--- config.mk ---
export PLATFORM = sky130hd
export DESIGN_NAME = mpu_top
export DESIGN_NICKNAME = d
export VERILOG_FILES = /design/src/verilog/mpu_pkg.sv /design/src/verilog/mpu_bus_if.sv /design/src/verilog/pma_lookup.sv /design/src/verilog/mpu_ctrl.sv /design/src/verilog/obi_port.sv /design/src/verilog/mpu_top.sv
export SDC_FILE = /design/constraint.sdc
export NUM_CORES = 1
export LEC_CHECK = 0
export BUFFER_PORTS_ARGS = -buffer_cell sky130_fd_sc_hd__buf_2
export CAP_MARGIN = 10
export CORE_ASPECT_RATIO = 0.5
export CORE_MARGIN = 8
export CORE_UTILIZATION = 47
export DETAILED_ROUTE_END_ITERATION = 16
export GPL_ROUTABILITY_DRIVEN = 0
export PLACE_DENSITY_LB_ADDON = 0.3
export SKIP_LAST_GASP = 1
export SYNTH_ARGS = -nofsm -noshare
export SYNTH_HDL_FRONTEND = slang
export SYNTH_SLANG_ARGS = --single-unit
--- constraint.sdc ---
create_clock -name clk -period 7.2 [get_ports clk]
set_input_delay 0.36 -clock clk [delete_from_list [all_inputs] [get_ports clk]]
set_output_delay 0.36 -clock clk [all_outputs]
set_load 0.05 [all_outputs]
--- src/verilog/mpu_pkg.sv ---
package mpu_pkg;

  ////////////////////////////////////////////////////////////////////////////
  // PMA region description
  ////////////////////////////////////////////////////////////////////////////

  // Bounds are word addresses, low inclusive and high exclusive
  typedef struct packed {
    logic [29:0] word_addr_low;
    logic [29:0] word_addr_high;
    logic        main;
    logic        atomic;
    logic        bufferable;
    logic        cacheable;
  } pma_cfg_t;

  // Attributes when no table is configured at all
  localparam pma_cfg_t PMA_R_DEFAULT = '{word_addr_low:  30'h0,
                                         word_addr_high: 30'h0,
                                         main:           1'b1,
                                         atomic:         1'b1,
                                         bufferable:     1'b0,
                                         cacheable:      1'b0};

  // Attributes for an address outside every configured region
  localparam pma_cfg_t NO_PMA_R_DEFAULT = '{word_addr_low:  30'h0,
                                            word_addr_high: 30'h0,
                                            main:           1'b0,
                                            atomic:         1'b0,
                                            bufferable:     1'b0,
                                            cacheable:      1'b0};

  localparam int PMA_MAX_REGIONS = 16;

  ////////////////////////////////////////////////////////////////////////////
  // MPU control types
  ////////////////////////////////////////////////////////////////////////////

  typedef enum logic [1:0] {
    MPU_IDLE      = 2'd0,
    MPU_WAIT_RESP = 2'd1,
    MPU_ERR_RESP  = 2'd2
  } mpu_state_e;

  typedef enum logic {
    MPU_OK  = 1'b0,
    MPU_ERR = 1'b1
  } mpu_status_e;

endpackage

--- src/verilog/mpu_bus_if.sv ---
`timescale 1ns/100ps

// One checked transaction from the MPU towards the bus port
interface mpu_bus_if;

  // Request channel
  logic        trans_valid;
  logic        trans_ready;
  logic [31:0] addr;
  logic        we;
  logic [31:0] wdata;
  logic [1:0]  memtype;

  // Response channel
  logic        resp_valid;
  logic [31:0] resp_data;
  logic        resp_outstanding;

  // MPU side
  modport master (
    output trans_valid, addr, we, wdata, memtype,
    input  trans_ready, resp_valid, resp_data, resp_outstanding
  );

  // Bus port side
  modport slave (
    input  trans_valid, addr, we, wdata, memtype,
    output trans_ready, resp_valid, resp_data, resp_outstanding
  );

endinterface

--- src/verilog/pma_lookup.sv ---
`timescale 1ns/100ps

module pma_lookup import mpu_pkg::*; #(
  parameter int       PMA_NUM_REGIONS = 0,
  parameter pma_cfg_t PMA_CFG [PMA_NUM_REGIONS-1:0] = '{default: PMA_R_DEFAULT}
) (
  input  logic [31:0] addr_i,
  input  logic        atomic_i,
  input  logic        misaligned_i,
  output pma_cfg_t    pma_cfg_o,
  output logic        pma_err_o
);

  logic [29:0]                word_addr;
  logic [PMA_MAX_REGIONS-1:0] region_hit;
  logic                       hit_any;

  assign word_addr = addr_i[31:2];

  ////////////////////////////////////////////////////////////////////////////
  // Region match
  ////////////////////////////////////////////////////////////////////////////

  // Entries past the region limit are never looked at
  always_comb begin
    region_hit = '0;
    for (int i = 0; i < PMA_NUM_REGIONS; i++) begin
      if (i < PMA_MAX_REGIONS) begin
        region_hit[i] = (word_addr >= PMA_CFG[i].word_addr_low) &&
                        (word_addr <  PMA_CFG[i].word_addr_high);
      end
    end
  end

  // Lowest index wins when regions overlap
  always_comb begin
    hit_any   = 1'b0;
    pma_cfg_o = (PMA_NUM_REGIONS == 0) ? PMA_R_DEFAULT : NO_PMA_R_DEFAULT;
    for (int i = 0; i < PMA_NUM_REGIONS; i++) begin
      if ((i < PMA_MAX_REGIONS) && region_hit[i] && !hit_any) begin
        pma_cfg_o = PMA_CFG[i];
        hit_any   = 1'b1;
      end
    end
  end

  ////////////////////////////////////////////////////////////////////////////
  // Access check
  ////////////////////////////////////////////////////////////////////////////

  // Misaligned I/O, atomics outside atomic regions and unmatched addresses are refused
  assign pma_err_o = (misaligned_i && !pma_cfg_o.main) ||
                     (atomic_i && !pma_cfg_o.atomic) ||
                     ((PMA_NUM_REGIONS > 0) && !hit_any);

endmodule

--- src/verilog/mpu_ctrl.sv ---
`timescale 1ns/100ps

module mpu_ctrl import mpu_pkg::*; (
  input  logic         clk,
  input  logic         rst_n,

  // Core request
  input  logic         core_valid_i,
  output logic         core_ready_o,
  input  logic [31:0]  core_addr_i,
  input  logic         core_we_i,
  input  logic         core_atomic_i,
  input  logic [31:0]  core_wdata_i,

  // Core response
  output logic         core_rvalid_o,
  output logic [31:0]  core_rdata_o,
  output mpu_status_e  core_status_o,

  // PMA lookup
  input  pma_cfg_t     pma_cfg_i,
  input  logic         pma_err_i,
  output logic         misaligned_o,
  output logic         atomic_o,

  // Towards bus port
  mpu_bus_if.master    bus
);

  mpu_state_e state_q;
  mpu_state_e state_n;
  logic       mpu_err;
  logic       mpu_block_core;
  logic       mpu_block_bus;
  logic       mpu_err_trans_valid;
  logic       bufferable;

  // Word accesses only, any low address bit set is misaligned
  assign misaligned_o = (core_addr_i[1:0] != 2'b00);
  assign atomic_o     = core_atomic_i;

  assign mpu_err = core_valid_i && pma_err_i;

  ////////////////////////////////////////////////////////////////////////////
  // Error FSM
  ////////////////////////////////////////////////////////////////////////////

  always_comb begin
    state_n             = state_q;
    mpu_block_core      = 1'b0;
    mpu_block_bus       = 1'b0;
    mpu_err_trans_valid = 1'b0;
    case (state_q)
      MPU_IDLE: begin
        if (mpu_err) begin
          mpu_block_bus = 1'b1;
          // Keep responses in order behind a pending bus response
          if (bus.resp_outstanding && !bus.resp_valid) begin
            state_n = MPU_WAIT_RESP;
          end else begin
            state_n = MPU_ERR_RESP;
          end
        end
      end
      MPU_WAIT_RESP: begin
        mpu_block_core = 1'b1;
        mpu_block_bus  = 1'b1;
        if (bus.resp_valid) begin
          state_n = MPU_ERR_RESP;
        end
      end
      MPU_ERR_RESP: begin
        mpu_block_core      = 1'b1;
        mpu_block_bus       = 1'b1;
        mpu_err_trans_valid = 1'b1;
        state_n             = MPU_IDLE;
      end
      default: begin
        state_n = MPU_IDLE;
      end
    endcase
  end

  always_ff @(posedge clk or negedge rst_n) begin
    if (!rst_n) begin
      state_q <= MPU_IDLE;
    end else begin
      state_q <= state_n;
    end
  end

  ////////////////////////////////////////////////////////////////////////////
  // Request and response paths
  ////////////////////////////////////////////////////////////////////////////

  // A refused request is consumed at once; the bus never sees it
  assign core_ready_o = !mpu_block_core && (mpu_err || bus.trans_ready);

  // Loads and atomics are never bufferable
  assign bufferable = core_we_i && !core_atomic_i && pma_cfg_i.bufferable;

  assign bus.trans_valid = core_valid_i && !mpu_block_bus;
  assign bus.addr        = core_addr_i;
  assign bus.we          = core_we_i;
  assign bus.wdata       = core_wdata_i;
  assign bus.memtype     = {pma_cfg_i.cacheable, bufferable};

  // Bus and error responses never fall in the same cycle
  assign core_rvalid_o = bus.resp_valid || mpu_err_trans_valid;
  assign core_rdata_o  = mpu_err_trans_valid ? 32'h0 : bus.resp_data;
  assign core_status_o = mpu_err_trans_valid ? MPU_ERR : MPU_OK;

endmodule

--- src/verilog/obi_port.sv ---
`timescale 1ns/100ps

module obi_port (
  input  logic         clk,
  input  logic         rst_n,

  // From the MPU
  mpu_bus_if.slave     bus,

  // OBI request
  output logic         obi_req_o,
  input  logic         obi_gnt_i,
  output logic [31:0]  obi_addr_o,
  output logic         obi_we_o,
  output logic [31:0]  obi_wdata_o,
  output logic [1:0]   obi_memtype_o,

  // OBI response
  input  logic         obi_rvalid_i,
  input  logic [31:0]  obi_rdata_i
);

  logic        outstanding_q;
  logic        pending_q;
  logic        slot_free;
  logic [31:0] addr_q;
  logic        we_q;
  logic [31:0] wdata_q;
  logic [1:0]  memtype_q;

  // Room for a new transaction if the old response lands this cycle
  assign slot_free = !outstanding_q || obi_rvalid_i;

  ////////////////////////////////////////////////////////////////////////////
  // Request side
  ////////////////////////////////////////////////////////////////////////////

  // Once issued, the request is replayed from the hold registers until gnt
  assign obi_req_o     = pending_q || (bus.trans_valid && slot_free);
  assign obi_addr_o    = pending_q ? addr_q    : bus.addr;
  assign obi_we_o      = pending_q ? we_q      : bus.we;
  assign obi_wdata_o   = pending_q ? wdata_q   : bus.wdata;
  assign obi_memtype_o = pending_q ? memtype_q : bus.memtype;

  assign bus.trans_ready = obi_gnt_i && (pending_q || slot_free);

  always_ff @(posedge clk or negedge rst_n) begin
    if (!rst_n) begin
      pending_q <= 1'b0;
    end else begin
      pending_q <= obi_req_o && !obi_gnt_i;
    end
  end

  // Capture fields on the first stalled cycle
  always_ff @(posedge clk) begin
    if (obi_req_o && !obi_gnt_i && !pending_q) begin
      addr_q    <= bus.addr;
      we_q      <= bus.we;
      wdata_q   <= bus.wdata;
      memtype_q <= bus.memtype;
    end
  end

  ////////////////////////////////////////////////////////////////////////////
  // Response side
  ////////////////////////////////////////////////////////////////////////////

  // Set wins, a new grant can coincide with the previous rvalid
  always_ff @(posedge clk or negedge rst_n) begin
    if (!rst_n) begin
      outstanding_q <= 1'b0;
    end else if (obi_req_o && obi_gnt_i) begin
      outstanding_q <= 1'b1;
    end else if (obi_rvalid_i) begin
      outstanding_q <= 1'b0;
    end
  end

  assign bus.resp_valid       = obi_rvalid_i;
  assign bus.resp_data        = obi_rdata_i;
  assign bus.resp_outstanding = outstanding_q;

endmodule

--- src/verilog/mpu_top.sv ---
`timescale 1ns/100ps

module mpu_top import mpu_pkg::*; #(
  parameter int       PMA_NUM_REGIONS = 4,
  // Listed from region 3 down to region 0
  parameter pma_cfg_t PMA_CFG [PMA_NUM_REGIONS-1:0] = '{
    // Region 3, I/O peripherals that accept posted writes
    '{word_addr_low: 30'h0400_0000, word_addr_high: 30'h0400_0400,
      main: 1'b0, atomic: 1'b0, bufferable: 1'b1, cacheable: 1'b0},
    // Region 2, main memory without atomics
    '{word_addr_low: 30'h0000_4000, word_addr_high: 30'h0000_8000,
      main: 1'b1, atomic: 1'b0, bufferable: 1'b0, cacheable: 1'b1},
    // Region 1, I/O window shadowed by region 0 in its lower half
    '{word_addr_low: 30'h0000_1800, word_addr_high: 30'h0000_2800,
      main: 1'b0, atomic: 1'b0, bufferable: 1'b0, cacheable: 1'b0},
    // Region 0, main memory
    '{word_addr_low: 30'h0000_0000, word_addr_high: 30'h0000_2000,
      main: 1'b1, atomic: 1'b1, bufferable: 1'b1, cacheable: 1'b1}
  }
) (
  input  logic         clk,
  input  logic         rst_n,

  // Core side
  input  logic         core_valid_i,
  output logic         core_ready_o,
  input  logic [31:0]  core_addr_i,
  input  logic         core_we_i,
  input  logic         core_atomic_i,
  input  logic [31:0]  core_wdata_i,
  output logic         core_rvalid_o,
  output logic [31:0]  core_rdata_o,
  output mpu_status_e  core_status_o,

  // OBI side
  output logic         obi_req_o,
  input  logic         obi_gnt_i,
  output logic [31:0]  obi_addr_o,
  output logic         obi_we_o,
  output logic [31:0]  obi_wdata_o,
  output logic [1:0]   obi_memtype_o,
  input  logic         obi_rvalid_i,
  input  logic [31:0]  obi_rdata_i
);

  pma_cfg_t pma_cfg;
  logic     pma_err;
  logic     misaligned;
  logic     atomic;

  mpu_bus_if bus_if ();

  pma_lookup #(
    .PMA_NUM_REGIONS (PMA_NUM_REGIONS),
    .PMA_CFG         (PMA_CFG)
  ) u_pma_lookup (
    .addr_i       (core_addr_i),
    .atomic_i     (atomic),
    .misaligned_i (misaligned),
    .pma_cfg_o    (pma_cfg),
    .pma_err_o    (pma_err)
  );

  mpu_ctrl u_mpu_ctrl (
    .clk           (clk),
    .rst_n         (rst_n),
    .core_valid_i  (core_valid_i),
    .core_ready_o  (core_ready_o),
    .core_addr_i   (core_addr_i),
    .core_we_i     (core_we_i),
    .core_atomic_i (core_atomic_i),
    .core_wdata_i  (core_wdata_i),
    .core_rvalid_o (core_rvalid_o),
    .core_rdata_o  (core_rdata_o),
    .core_status_o (core_status_o),
    .pma_cfg_i     (pma_cfg),
    .pma_err_i     (pma_err),
    .misaligned_o  (misaligned),
    .atomic_o      (atomic),
    .bus           (bus_if.master)
  );

  obi_port u_obi_port (
    .clk           (clk),
    .rst_n         (rst_n),
    .bus           (bus_if.slave),
    .obi_req_o     (obi_req_o),
    .obi_gnt_i     (obi_gnt_i),
    .obi_addr_o    (obi_addr_o),
    .obi_we_o      (obi_we_o),
    .obi_wdata_o   (obi_wdata_o),
    .obi_memtype_o (obi_memtype_o),
    .obi_rvalid_i  (obi_rvalid_i),
    .obi_rdata_i   (obi_rdata_i)
  );

endmodule

==> flow_summary.json <==
{
  "outcome": "completed",
  "final-setup-viol-count": 0,
  "finClkSkew_ns": 0.007330,
  "cts_tree": "yes",
  "ys_seq_area_frac": 0.6055,
  "place_area_um2": 4613,
  "synth_seq_cells": 71,
  "layout_common_cells": "buf_2, edfxtp_1, mux2_2",
  "drv_slew": 0,
  "cp-start-kind": "flip-flop",
  "num_rows": 22,
  "grt_usage": 0.1701,
  "drt_iter0_markers": 149,
  "die_h_um": 76.92,
  "area_growth_pct": 40.67,
  "globalRouteOverflowTotal": 0,
  "viasPerCell": 5.096,
  "clk_latency_ns": 0.32,
  "slew_headroom": 0.3398,
  "post-place-ws_ns": 4.529,
  "num-nets-final": 548,
  "grt_pass1_vias": 2953,
  "powerDensity_nw_per_um2": 411.1,
  "cp.required_ns": 7.17,
  "n_antenna_cell": 0,
  "whs_path_depth": 1,
  "yosysUniqueCellTypes": 30,
  "core-area_um2": 7267,
  "min_from": "core_wdata_i[14]",
  "synth_top_area_cell": "edfxtp_1",
  "tightestPinTransition_ns": 0.9903,
  "ctsHoldBuffers": 1,
  "r2r-start": "u_obi_port.pending_q$_DFF_PN0_",
  "pin_count": 206,
  "grt_max_degree": 74,
  "syn_area_um2": 3488,
  "clockBufferDepth": 2,
  "tns_ns": 0,
  "crit_type": "flip-flop to flip-flop",
  "cts_root_buf": "clkbuf_16",
  "cp-end-kind": "flip-flop",
  "setup_slack_ns": 4.602,
  "ir_drop_v": 0.0002357,
  "start_util": 0.4800,
  "mostFrequentLayoutCell": "buf_2",
  "syn_inst": 233,
  "routed_wl_mm": 9.389,
  "dp_hpwl_mm": 7.424,
  "postRouteAntennaNets": 0,
  "postCtsResizedCells": 0,
  "clock_sinks": 71,
  "fin_total_pwr_mw": 2.017,
  "yosysWarningCount": 0,
  "antenna_found_initial": 0,
  "synth_top_area_share": 0.5768,
  "drcViolationCount": 0,
  "syn-num-nets": 340,
  "drt-wirelength-per-cell_um": 17.32,
  "holdPathEnd": "u_obi_port.wdata_q[14]$_DFFE_PP_",
  "num_vias": 2762,
  "cts_buffers": 9,
  "worst-r2r-setup-slack_ns": 4.60,
  "synth_area_leaders": "edfxtp_1, mux2_2, nor2b_1, dfrtp_1, ha_1",
  "power.leakage_nw": 2.107,
  "cts_setup_buffers": 0,
  "final_cell_area_um2": 4907,
  "syn_avg_cell_area_um2": 14.97,
  "cp_max_fo": 73,
  "rsz0062_at_grt": "false",
  "r2r.worst_path.cells": 5,
  "max_cap_violations": 0,
  "drt_pass1_iterations": 4,
  "port_buffers": 205,
  "dieArea_um2": 10600,
  "finalCriticalPeriod_ns": 2.598,
  "htreeDepth": 3,
  "hold_viol_final": 0,
  "reg2reg_to": "u_obi_port.wdata_q[4]$_DFFE_PP_",
  "fin_crit_sh": 0.3609,
  "drive_gt1_frac": 0.6659,
  "clock.fmax_ghz": 0.3848,
  "grt_pass1_wl_mm": 14.61,
  "clk_pin_slew_ns": 0.06,
  "min_path_type": "primary input to flip-flop",
  "worstPathArrival_ns": 2.56,
  "die_w_um": 137.8
}
[cell usage after synthesis]
master and count:
o31ai_1 4, nor4_2 3, nor2b_1 33, dfrtp_1 4, o41ai_1 1, a221oi_2 1, nor2_1 4, and2b_2 1
a32o_1 1, or3_1 1, clkbuf_1 11, nor4b_1 1, a2bb2oi_1 1, nand2_1 4, or2_2 2, mux2_1 1
nor3_1 5, nand2b_1 2, edfxtp_1 67, a41oi_1 1, o32a_1 1, ha_1 4, inv_1 4, mux2_2 66
a211oi_2 1, nand4_2 1, o21ai_0 1, a31oi_1 4, buf_6 1, a21oi_1 2
[where the power goes]
| group | total [mW] | switching, mW | internal [mW] |
|---|---|---|---|
| combinational | 1.03 | 0.774 | 0.259 |
| sequential | 0.562 | 0.0195 | 0.543 |
| clock | 0.422 | 0.155 | 0.267 |
| total | 2.02 | 0.948 | 1.07 |
[how the worst max path moves through the flow]
stage / startpoint / end / slack, ns / cells past startpoint
final: u_obi_port.pending_q$_DFF_PN0_ / u_obi_port.wdata_q[4]$_DFFE_PP_ / 4.60 / 5
after global routing: u_obi_port.pending_q$_DFF_PN0_ / u_obi_port.wdata_q[25]$_DFFE_PP_ / 4.41 / 5
after CTS: u_obi_port.pending_q$_DFF_PN0_ / u_obi_port.wdata_q[4]$_DFFE_PP_ / 4.62 / 5
after detailed placement: core_addr_i[21] / u_obi_port.wdata_q[3]$_DFFE_PP_ / 4.53 / 6
after global placement: core_addr_i[24] / u_obi_port.addr_q[30]$_DFFE_PP_ / 4.59 / 6
after floorplan: core_addr_i[24] / u_obi_port.addr_q[0]$_DFFE_PP_ / 2.64 / 5
[layer usage]
metal  wire, µm  GRT usage  vias to the layer above
li1           -          -                     1308
met1       3350     0.1722                     1326
met2       5040     0.3239                      126
met3        958    0.05852                        2
met4         40    0.04366                        0
met5          0          0                        -
[flip-flops by register name, indices dropped and copies added, names as in the netlist]
name                             count
u_obi_port.wdata_q                  32
u_obi_port.memtype_q                 2
u_mpu_ctrl.state_q                   2
u_obi_port.we_q                      1
u_obi_port.pending_q                 1
u_obi_port.addr_q                   32
u_obi_port.bus.resp_outstanding      1
[worst max-delay path: stages, from the launching register on]
cell and delay (ns):
dfrtp_2 0.34, buf_4 0.66, a31oi_1 0.14, or2_2 0.36
a211oi_4 0.23, buf_4 0.44
[logic make-up (layout without fill, tap and decap cells)]
group	after synthesis	in the layout	synth area share
AOI/OAI and AO/OA	18	18	0.04125
muxes	67	67	0.2163
adders and majority gates	4	4	0.01435
and+or+nand+nor	57	57	0.1033
DFF	71	71	0.6055
buffers and inverters	16	229	0.01937
[area by class of cell]
class / count / area, µm²
fillers: 536 / 2360
inverters: 4 / 15.01
well taps: 96 / 120.1
multi-input cells: 146 / 1316
repair buffers: 209 / 1059
flip-flops and latches: 71 / 2113
clock inverters: 4 / 47.55
clock buffers: 12 / 236.5
[metrics by stage]
stage                     hold WS, ns  instances  utilization
after global placement         0.1701        525       0.6348
after floorplan               0.06441        233            -
after CTS                      0.2147        542       0.6753
final                          0.2219        542       0.6753
after global routing           0.2102        542       0.6753
after detailed placement       0.1700        525       0.6348
Power figures use the tool's default switching activity.
